<file path="src/logic/socket_defines.svh">
// Socket interconnect sizing
// Core count and the widths of addresses, data and tags on both sides

`ifndef SOCKET_DEFINES_SVH
`define SOCKET_DEFINES_SVH

//////////////////////////////////////////////////
// Socket geometry
//////////////////////////////////////////////////

// Cores sharing the memory port
`define SOCKET_SIZE        4

// Must cover SOCKET_SIZE
`define SOCKET_CORE_ID_W   2

//////////////////////////////////////////////////
// Bus widths
//////////////////////////////////////////////////

`define SOCKET_ADDR_W      32

`define SOCKET_DATA_W      32

// Tag as issued by a core, returned unchanged
`define SOCKET_CORE_TAG_W  4

`endif
</file>
<file path="src/logic/socket_route_pkg.sv">
// Socket routing types
// Core index and the memory tag that carries a request's origin
// out to memory and back again

`default_nettype none

`include "socket_defines.svh"

package socket_route_pkg;

    //////////////////////////////////////////////////
    // Core index
    //////////////////////////////////////////////////

    typedef logic [`SOCKET_CORE_ID_W-1:0] core_id_t;

    //////////////////////////////////////////////////
    // Memory tag
    //////////////////////////////////////////////////

    // Class, issuing core and the core's own tag
    typedef struct packed {
        logic                          is_fetch;
        core_id_t                      core_id;
        logic [`SOCKET_CORE_TAG_W-1:0] core_tag;
    } mem_tag_t;

endpackage

`default_nettype wire

</file>
<file path="src/logic/socket_bus_pkg.sv">
// Socket bus payloads
// Core-side fetch and data requests, core responses, and the
// single memory-side request and response

`default_nettype none

`include "socket_defines.svh"

package socket_bus_pkg;

    typedef struct packed {
        logic [`SOCKET_ADDR_W-1:0]     addr;
        logic [`SOCKET_CORE_TAG_W-1:0] tag;
    } fetch_req_t;

    typedef struct packed {
        logic                          rw;
        logic [`SOCKET_ADDR_W-1:0]     addr;
        logic [`SOCKET_DATA_W-1:0]     data;
        logic [`SOCKET_CORE_TAG_W-1:0] tag;
    } data_req_t;

    typedef struct packed {
        logic [`SOCKET_DATA_W-1:0]     data;
        logic [`SOCKET_CORE_TAG_W-1:0] tag;
    } core_rsp_t;

    // Memory side, tagged with origin
    typedef struct packed {
        logic                          rw;
        logic [`SOCKET_ADDR_W-1:0]     addr;
        logic [`SOCKET_DATA_W-1:0]     data;
        socket_route_pkg::mem_tag_t    tag;
    } mem_req_t;

    typedef struct packed {
        logic [`SOCKET_DATA_W-1:0]     data;
        socket_route_pkg::mem_tag_t    tag;
    } mem_rsp_t;

endpackage

`default_nettype wire

</file>
<file path="src/logic/socket_interconnect.sv">
// Socket memory interconnect
// Fetch and data ports of every core share one memory port;
// responses return by tag, and busy covers cores and memory

`timescale 1ns/10ps
`default_nettype none

`include "socket_defines.svh"

module socket_interconnect (
    input  wire                                                 clk,
    input  wire                                                 reset,

    input  wire socket_bus_pkg::fetch_req_t [`SOCKET_SIZE-1:0]  fetch_req,
    input  wire [`SOCKET_SIZE-1:0]                              fetch_req_valid,
    output logic [`SOCKET_SIZE-1:0]                             fetch_req_ready,
    input  wire socket_bus_pkg::data_req_t [`SOCKET_SIZE-1:0]   data_req,
    input  wire [`SOCKET_SIZE-1:0]                              data_req_valid,
    output logic [`SOCKET_SIZE-1:0]                             data_req_ready,

    output socket_bus_pkg::core_rsp_t [`SOCKET_SIZE-1:0]        fetch_rsp,
    output logic [`SOCKET_SIZE-1:0]                             fetch_rsp_valid,
    input  wire [`SOCKET_SIZE-1:0]                              fetch_rsp_ready,
    output socket_bus_pkg::core_rsp_t [`SOCKET_SIZE-1:0]        data_rsp,
    output logic [`SOCKET_SIZE-1:0]                             data_rsp_valid,
    input  wire [`SOCKET_SIZE-1:0]                              data_rsp_ready,

    input  wire [`SOCKET_SIZE-1:0]                              core_busy,

    output socket_bus_pkg::mem_req_t                            mem_req,
    output logic                                                mem_req_valid,
    input  wire                                                 mem_req_ready,
    input  wire socket_bus_pkg::mem_rsp_t                       mem_rsp,
    input  wire                                                 mem_rsp_valid,
    output logic                                                mem_rsp_ready,

    output logic                                                busy
);

    logic mem_req_fire;
    logic mem_rsp_fire;

    assign mem_req_fire = mem_req_valid && mem_req_ready;
    assign mem_rsp_fire = mem_rsp_valid && mem_rsp_ready;

    socket_req_arb req_arb_i (
        .clk             (clk),
        .reset           (reset),
        .fetch_req       (fetch_req),
        .fetch_req_valid (fetch_req_valid),
        .fetch_req_ready (fetch_req_ready),
        .data_req        (data_req),
        .data_req_valid  (data_req_valid),
        .data_req_ready  (data_req_ready),
        .mem_req         (mem_req),
        .mem_req_valid   (mem_req_valid),
        .mem_req_ready   (mem_req_ready)
    );

    socket_rsp_router rsp_router_i (
        .mem_rsp         (mem_rsp),
        .mem_rsp_valid   (mem_rsp_valid),
        .mem_rsp_ready   (mem_rsp_ready),
        .fetch_rsp       (fetch_rsp),
        .fetch_rsp_valid (fetch_rsp_valid),
        .fetch_rsp_ready (fetch_rsp_ready),
        .data_rsp        (data_rsp),
        .data_rsp_valid  (data_rsp_valid),
        .data_rsp_ready  (data_rsp_ready)
    );

    socket_busy_tracker busy_tracker_i (
        .clk       (clk),
        .reset     (reset),
        .req_fire  (mem_req_fire),
        .rsp_fire  (mem_rsp_fire),
        .core_busy (core_busy),
        .busy      (busy)
    );

endmodule

`default_nettype wire

</file>
<file path="src/logic/socket_busy_tracker.sv">
// Socket busy tracker
// Counts memory requests still awaiting a response and registers
// socket busy from that count and the per-core busy flags

`timescale 1ns/10ps
`default_nettype none

`include "socket_defines.svh"

module socket_busy_tracker (
    input  wire                    clk,
    input  wire                    reset,

    input  wire                    req_fire,
    input  wire                    rsp_fire,
    input  wire [`SOCKET_SIZE-1:0] core_busy,

    output logic                   busy
);

    localparam int CNT_W = 8;

    logic [CNT_W-1:0] count;

    //////////////////////////////////////////////////
    // Outstanding count
    //////////////////////////////////////////////////

    always_ff @(posedge clk) begin
        if (reset) begin
            count <= '0;
        end else begin
            case ({req_fire, rsp_fire})
                2'b10:   count <= count + 1'b1;
                2'b01:   count <= count - 1'b1;
                default: count <= count;
            endcase
        end
    end

    always_ff @(posedge clk) begin
        if (reset) begin
            busy <= 1'b0;
        end else begin
            busy <= (count != '0) || (|core_busy);
        end
    end

    // Memory may only answer what the arbiter already issued
    no_orphan_rsp_a: assert property (@(posedge clk) disable iff (reset)
        rsp_fire |-> (count != '0))
        else $error("memory response with nothing outstanding");

endmodule

`default_nettype wire

</file>
<file path="src/logic/socket_rsp_router.sv">
// Socket response router
// Sends each memory response to the core and class named in its tag,
// and passes that channel's ready back to memory

`timescale 1ns/10ps
`default_nettype none

`include "socket_defines.svh"

module socket_rsp_router (
    input  wire socket_bus_pkg::mem_rsp_t                mem_rsp,
    input  wire                                          mem_rsp_valid,
    output logic                                         mem_rsp_ready,

    output socket_bus_pkg::core_rsp_t [`SOCKET_SIZE-1:0] fetch_rsp,
    output logic [`SOCKET_SIZE-1:0]                      fetch_rsp_valid,
    input  wire [`SOCKET_SIZE-1:0]                       fetch_rsp_ready,

    output socket_bus_pkg::core_rsp_t [`SOCKET_SIZE-1:0] data_rsp,
    output logic [`SOCKET_SIZE-1:0]                      data_rsp_valid,
    input  wire [`SOCKET_SIZE-1:0]                       data_rsp_ready
);

    socket_route_pkg::mem_tag_t tag;
    socket_bus_pkg::core_rsp_t  rsp;

    assign tag = mem_rsp.tag;

    // Tag stripped back to what the core issued
    assign rsp.data = mem_rsp.data;
    assign rsp.tag  = tag.core_tag;

    //////////////////////////////////////////////////
    // Per-core steering
    //////////////////////////////////////////////////

    always_comb begin
        for (int i = 0; i < `SOCKET_SIZE; i++) begin
            fetch_rsp[i]       = rsp;
            data_rsp[i]        = rsp;
            fetch_rsp_valid[i] = mem_rsp_valid && tag.is_fetch
                              && (tag.core_id == socket_route_pkg::core_id_t'(i));
            data_rsp_valid[i]  = mem_rsp_valid && !tag.is_fetch
                              && (tag.core_id == socket_route_pkg::core_id_t'(i));
        end
    end

    // Selected core holds memory off
    assign mem_rsp_ready = tag.is_fetch ? fetch_rsp_ready[tag.core_id]
                                        : data_rsp_ready[tag.core_id];

endmodule

`default_nettype wire

</file>
<file path="src/logic/socket_req_arb.sv">
// Socket request arbiter
// Round robin among cores within each class, fetch ahead of data,
// into one registered memory request slot

`timescale 1ns/10ps
`default_nettype none

`include "socket_defines.svh"

module socket_req_arb (
    input  wire                                          clk,
    input  wire                                          reset,

    input  wire socket_bus_pkg::fetch_req_t [`SOCKET_SIZE-1:0] fetch_req,
    input  wire [`SOCKET_SIZE-1:0]                       fetch_req_valid,
    output logic [`SOCKET_SIZE-1:0]                      fetch_req_ready,

    input  wire socket_bus_pkg::data_req_t [`SOCKET_SIZE-1:0]  data_req,
    input  wire [`SOCKET_SIZE-1:0]                       data_req_valid,
    output logic [`SOCKET_SIZE-1:0]                      data_req_ready,

    output socket_bus_pkg::mem_req_t                     mem_req,
    output logic                                         mem_req_valid,
    input  wire                                          mem_req_ready
);

    socket_route_pkg::core_id_t fetch_ptr;
    socket_route_pkg::core_id_t data_ptr;
    socket_route_pkg::core_id_t fetch_pick;
    socket_route_pkg::core_id_t data_pick;
    logic                       any_fetch;
    logic                       any_data;
    logic                       can_load;
    logic                       grant;
    socket_bus_pkg::mem_req_t   mem_req_d;

    // First valid core at or after ptr, wrapping
    function automatic socket_route_pkg::core_id_t rr_pick(
        input logic [`SOCKET_SIZE-1:0] valid,
        input socket_route_pkg::core_id_t ptr
    );
        socket_route_pkg::core_id_t idx;
        socket_route_pkg::core_id_t pick;
        pick = ptr;
        for (int k = `SOCKET_SIZE - 1; k >= 0; k--) begin
            idx = socket_route_pkg::core_id_t'(ptr + socket_route_pkg::core_id_t'(k));
            if (valid[idx]) begin
                pick = idx;
            end
        end
        return pick;
    endfunction

    assign any_fetch  = |fetch_req_valid;
    assign any_data   = |data_req_valid;
    assign fetch_pick = rr_pick(fetch_req_valid, fetch_ptr);
    assign data_pick  = rr_pick(data_req_valid, data_ptr);

    // Slot empty or draining this edge
    assign can_load = !mem_req_valid || mem_req_ready;
    assign grant    = can_load && (any_fetch || any_data);

    always_comb begin
        for (int i = 0; i < `SOCKET_SIZE; i++) begin
            fetch_req_ready[i] = can_load && any_fetch
                              && (fetch_pick == socket_route_pkg::core_id_t'(i));
            data_req_ready[i]  = can_load && !any_fetch && any_data
                              && (data_pick == socket_route_pkg::core_id_t'(i));
        end
    end

    //////////////////////////////////////////////////
    // Tagged request build
    //////////////////////////////////////////////////

    always_comb begin
        if (any_fetch) begin
            mem_req_d.rw           = 1'b0;
            mem_req_d.addr         = fetch_req[fetch_pick].addr;
            mem_req_d.data         = '0;
            mem_req_d.tag.is_fetch = 1'b1;
            mem_req_d.tag.core_id  = fetch_pick;
            mem_req_d.tag.core_tag = fetch_req[fetch_pick].tag;
        end else begin
            mem_req_d.rw           = data_req[data_pick].rw;
            mem_req_d.addr         = data_req[data_pick].addr;
            mem_req_d.data         = data_req[data_pick].data;
            mem_req_d.tag.is_fetch = 1'b0;
            mem_req_d.tag.core_id  = data_pick;
            mem_req_d.tag.core_tag = data_req[data_pick].tag;
        end
    end

    always_ff @(posedge clk) begin
        if (reset) begin
            mem_req_valid <= 1'b0;
            fetch_ptr     <= '0;
            data_ptr      <= '0;
        end else begin
            if (can_load) begin
                mem_req_valid <= any_fetch || any_data;
            end
            if (grant && any_fetch) begin
                fetch_ptr <= socket_route_pkg::core_id_t'(fetch_pick + 1'b1);
            end
            if (grant && !any_fetch) begin
                data_ptr <= socket_route_pkg::core_id_t'(data_pick + 1'b1);
            end
        end
    end

    always_ff @(posedge clk) begin
        if (grant) begin
            mem_req <= mem_req_d;
        end
    end

    // Stalled request must not change under the memory
    stall_hold_a: assert property (@(posedge clk) disable iff (reset)
        mem_req_valid && !mem_req_ready |=> mem_req_valid && $stable(mem_req))
        else $error("mem_req changed while stalled");

endmodule

`default_nettype wire

</file>
<file path="config.mk">
export PLATFORM = sky130hd
export DESIGN_NAME = socket_interconnect
export DESIGN_NICKNAME = d
export VERILOG_FILES = /design/src/logic/socket_route_pkg.sv /design/src/logic/socket_bus_pkg.sv /design/src/logic/socket_interconnect.sv /design/src/logic/socket_busy_tracker.sv /design/src/logic/socket_rsp_router.sv /design/src/logic/socket_req_arb.sv
export VERILOG_INCLUDE_DIRS = /design/src /design/src/logic
export SDC_FILE = /design/constraint.sdc
export NUM_CORES = 1
export LEC_CHECK = 0
export BUFFER_PORTS_ARGS = -buffer_cell sky130_fd_sc_hd__buf_2
export CORE_AREA = 2 2 334 336
export DETAILED_ROUTE_END_ITERATION = 12
export DIE_AREA = 0 0 336 338
export PLACE_DENSITY = 0.3
export SYNTH_ARGS = -nofsm -noshare
export SYNTH_HDL_FRONTEND = slang
export SYNTH_SLANG_ARGS = --single-unit
export TNS_END_PERCENT = 20
</file>
<file path="constraint.sdc">
create_clock -name clk -period 8.8 [get_ports clk]
set_input_delay 0.88 -clock clk [delete_from_list [all_inputs] [get_ports clk]]
set_output_delay 0.88 -clock clk [all_outputs]
set_load 0.02 [all_outputs]
</file>
* Yosys cells after proc, flatten, opt, wreduce, memory -nomap -nowiden
Cells that the tools add are included.
** Storage, ports and cells
- Bits of input ports :: 483
- Bits in registers :: 86
** Cells by class
- Equal/unequal tests :: 11
- Multiplexer cells :: 35
- $lt $le $gt $ge :: 11
- Add/sub/neg operators :: 10
- Reduce and logical (&&, ||, !) cells :: 40
** Operators with widths (number)
- 69-bit binary-select mux with 2-bit select :: 1
- 36-bit binary-select mux with 2-bit select :: 1
- 71-bit two-way mux :: 1
- 69-bit two-way mux :: 1
- 36-bit two-way mux :: 1
- 2-bit by 3-bit < comparator with 1-bit output (second input constant) :: 11
- 1-bit logical AND :: 26
- 1-bit binary-select mux with 2-bit select :: 10
- 2-bit two-way mux :: 8
- 8-bit one-hot mux with 2 select lines :: 1
- 2-bit equality test (second input constant) :: 7
- 4-bit OR reduction :: 3
- 1-bit two-way mux :: 11
- 2-bit by 1-bit adder with 2-bit output (second input constant) :: 4
- 2-bit adder (second input constant) :: 4
- 8-bit by 1-bit adder with 8-bit output (second input constant) :: 1
- 2-bit by 1-bit equality test with 1-bit output (second input constant) :: 4
- 8-bit nonzero test :: 1
- 8-bit by 1-bit subtractor with 8-bit output (second input constant) :: 1
- 2-bit zero test :: 3
- 1-bit zero test :: 3
- 1-bit logical OR :: 3
- 2-bit nonzero test :: 1

* Depth between registers and ports, before layout
- Depth in word-level cells :: 10
- Mapped depth :: 13
- Mapped depth without buffers :: 12

* Hierarchy
A second synthesis with hierarchy kept.
** Unflattened totals
- Cell total of the unflattened synthesis :: 993
- Area total of the unflattened synthesis :: 9360.2 um2
** Modules (own cells, without submodules)
- socket_req_arb :: area an instance 6243.5 um2, cells each 577, times used 1
- socket_rsp_router :: area an instance 2290.9 um2, cells each 305, times used 1
- socket_busy_tracker :: area an instance 813.3 um2, cells each 109, times used 1
- socket_interconnect :: area an instance 12.5 um2, cells each 2, times used 1

* Worst setup path before layout
No wires, ideal clock.
- Path type :: in2reg
- From :: input fetch_req_valid[1]
- To :: register, netlist name req_arb_i.mem_req[0]
- Path slack :: 4.121 ns
- Stages on the path :: 4
- Arrival :: 4.176 ns
- Required time :: 8.297 ns
- Buffers on the path :: 0
- Cells stage by stage :: nor4_1 > inv_2 > nor2_1 > nor2_1
** Between the ends
- Word-level cells in the longest chain between the ends :: 3
** Ends and longest elaborated chain
- start, declared :: RTL line socket_interconnect.sv:15 : input wire [`SOCKET_SIZE-1:0] fetch_req_valid,
- 4-bit OR reduction :: RTL line socket_req_arb.sv:54 : assign any_fetch = |fetch_req_valid;
- 1-bit logical OR :: RTL line socket_req_arb.sv:61 : assign grant = can_load && (any_fetch || any_data);
- 1-bit logical AND :: RTL line socket_req_arb.sv:61
- net req_arb_i.grant :: RTL line socket_req_arb.sv:34 : logic grant;
The timed path passes the listed nets, and every way through them passes these cells.
A chain may end at the register's enable or synchronous reset.

==> summary.txt <==
Floorplan
  – Placement Rows: roughly 120
  – Die area: between 100000 and 150000 um^2
  – Initial Util: 8.31%
  – Core Box Area: roughly 110000 um^2
  – Io pins: 862
  – Die width: between 300 and 400 um
  – Die height: about 340 um

Timing
  – Fmax: between 200 and 300 MHz
  – Unrepaired setup endpoints after global routing: false
  – Hold slack: between 0.5 and 0.6 ns
  – Max Slew Vio Count: 0
  – Setup violators final: 0
  – Setup TNS: 0 ns
  – Final period utilization: 43.5%
  – Clock skew: about 0.017 ns
  – Slew @ Worst Pin: roughly 1.1 ns
  – Setup ws final: ~5.0 ns
  – Slew headroom: 29.7%
  – Final Hold Vio Count: 0
  – Min Clock Period, post-route: between 3 and 4 ns

Placed design
  – RePlAce Congestion: 0.814
  – Post-place setup slack: between 4 and 5 ns
  – # port buffers: about 540
  – HPWL Detailed: around 46000 um

Final layout
  – Synth-to-layout area growth: 27.4%
  – Fillers: ~13k
  – Fin nets: 1741
  – Layout cells sized above 1: between 40 and 50%

Clocking
  – Max H-tree Level: 3
  – # resized after CTS: 0
  – Clk buf depth: 2
  – Setup Fix Bufs, Post-CTS: 0
  – Clock sinks: 86
  – Clock latency on the worst-skew pair: 0.41 ns
  – CTS Buf Count: 9
  – Clock transition at path regs: approximately 0.09 ns
  – Hold_buf cts: 0
  – CTS tree: yes
  – Root Driver: clkbuf_16

Synthesis
  – Yosys top cell area share: between 20% and 30%
  – Mapped Avg Cell Area: ~9 um^2
  – Most common cell in the netlist: buf_4
  – YS warnings: 0
  – Synth Net Count: ~1.5k
  – Yosys reg bits: 86
  – EDFF count, synth: 72
  – Synth area leader: buf_4
  – Distinct cell type count after synthesis: slightly below 60
  – Dominant synthesized flop cell: edfxtp_1
  – Async SR Flop Fraction: 0%
  – Sequential area share after synthesis: 26.7%
  – Post-Syn Area: roughly 9200 um^2
  – Synth Instances: 1029
  – Post-synth top cells: buf_4 (296), nand2_1 (170), mux2i_1 (134)
  – Dominant cells by area after synthesis: buf_4 (24%), edfxtp_1 (24%), mux2i_1 (15%)

Route
  – Drt first pass iters: 5
  – # DRC: 0
  – Final ANT Viol Nets: 0
  – Routed len/inst: 20.6 um
  – DR iter-0 viols: about 370
  – Final WL: roughly 57000 um
  – Vias/cell: roughly 3
  – Total number of vias: approximately 8.4k

Setup path
  – Critical path peak fanout: 69
  – CP required: ~9 ns
  – Crit. End Element: register
  – Startpoint Class: primary input
  – Setup Crit Path Kind: primary input to register
  – RR Startpoint: req_arb_i.data_ptr[1]$_SDFFE_PP0P_
  – Most used cell, CP: buf_4
  – Worst Setup SP: data_req_valid[2]
  – WP data arrival: 4.03 ns
  – Reg2reg path depth: 6
  – Crit path cell chain: buf_2 -> nor2b_1 -> a221o_1 -> o22a_4 -> buf_4 -> buf_4 -> mux2i_1 -> a221oi_1
  – Crit-path max cell delay: 0.85 ns
  – Crit path max-delay cell type: buf_4

Power
  – Design Power: 0.00174 W
  – VDD IR max: ~0.099 mV
  – Switching Share: between 40% and 50%
  – Psw: 0.000742 W
  – Comb pwr share: 43.3%
  – Reg power frac: approximately a third
  – Part of the power in the clock network: approximately a quarter
  – Int Pwr: 0.00100 W
  – Power Dens Cells: 149 nW/um^2
  – Static Leak: 5.06 nW

Global route
  – Initial antenna violation count: 10
  – Gr ovfl total: 0
  – Largest net degree at the start of global routing: 78
  – Total track usage: under 10%
  – First-pass GRT wire length: about 70000 um
  – Vias in the first global route: approximately 8.9k

Min path
  – Worst hold path class: register to register
  – Hold_sp: busy_tracker_i.count[7]$_SDFFE_PP0P_
  – Worst hold stages: 2

Outcome
  – Outcome: finished clean

Run
  – Max-cap violation count: 0
[final cells by class]
type | instances | area (um^2) | share of cell area, %
clock buffers | 9 | 225 | 1.93
diodes | 6 | 15.0 | 0.129
multi-input cells | 580 | 4210 | 36.1
well taps | 1488 | 1860 | 16.0
clock inverters | 7 | 56.3 | 0.483
flip-flops and latches | 86 | 2440 | 20.9
inverters | 14 | 55.1 | 0.472
repair buffers | 551 | 2790 | 24.0
[cells in the final DEF, fill, tap and decap left out, types with 4 or more instances in the layout]
cell type,count
nor4_1,4
nand2_1,170
and2_1,9
buf_2,537
edfxtp_1,72
a32o_1,12
dfxtp_1,14
nor3_1,7
o21ai_0,7
mux2i_1,134
nor2b_1,9
diode_2,6
clkbuf_16,9
nor2_1,30
a311oi_1,33
ha_1,15
and3_1,35
a22o_1,23
buf_4,14
a221oi_2,11
a21oi_1,11
inv_1,11
a221oi_1,24
nand2b_1,5
[sequential cells by signal (all words and copies together), names as in the netlist]
name and cells:
req_arb_i.mem_req 72, busy_tracker_i.count 8, req_arb_i.data_ptr 2, req_arb_i.fetch_ptr 2
busy_tracker_i.busy 1, req_arb_i.mem_req_valid 1
[stage by stage]
stage	instance area [um^2]	util (%)	instances
3_5_place_dp	11400	10.3	2719
3_3_place_gp	11400	10.3	2719
4_1_cts	11600	10.6	2735
6_report	11700	10.6	2741
2_1_floorplan	9150	-	1029
5_1_grt	11600	10.6	2735
[critical path, delay by kind of cell]
kind            cells  cell delay, ns
buf+inv             3            1.64
mux                 1            0.20
simple gates        1            0.16
compound gates      3            0.94
[layer usage]
layer	global-route usage, %	share of wire, %	up-vias
met5	0	0.097	-
met3	3.56	9.4	47
met1	10.5	39	3908
met2	16.3	49	632
met4	3.01	2.3	6
li1	-	-	3816
[cell families after synthesis]
| group | after synthesis | synth area share, % |
|---|---|---|
| fa+ha+maj | 16 | 2.27 |
| buf+inv | 363 | 28.1 |
| mux | 137 | 15.3 |
| simple gates | 282 | 13.7 |
| flops | 86 | 26.7 |
| xor+xnor | 3 | 0.287 |
| compound gates | 142 | 13.7 |
[power groups by stage]
stage | sequential (W) | combinational [W] | clock [W]
floorplan | 0.000617 | 0.000548 | 0
global placement | 0.000564 | 0.000779 | 0
detailed placement | 0.000562 | 0.000782 | 0
CTS | 0.000554 | 0.000784 | 0.000485
global route | 0.000561 | 0.000826 | 0.000493
finish | 0.000552 | 0.000755 | 0.000436
[path summary, 6_finish.rpt]
check	to	slack, ns
setup / recovery	req_arb_i.mem_req[42]$_DFFE_PP_	4.98
hold / removal	busy_tracker_i.count[7]$_SDFFE_PP0P_	0.53
setup reg to reg	req_arb_i.mem_req[42]$_DFFE_PP_	5.16
hold reg to reg	busy_tracker_i.count[7]$_SDFFE_PP0P_	0.53
(Power assumes the default switching activity.)
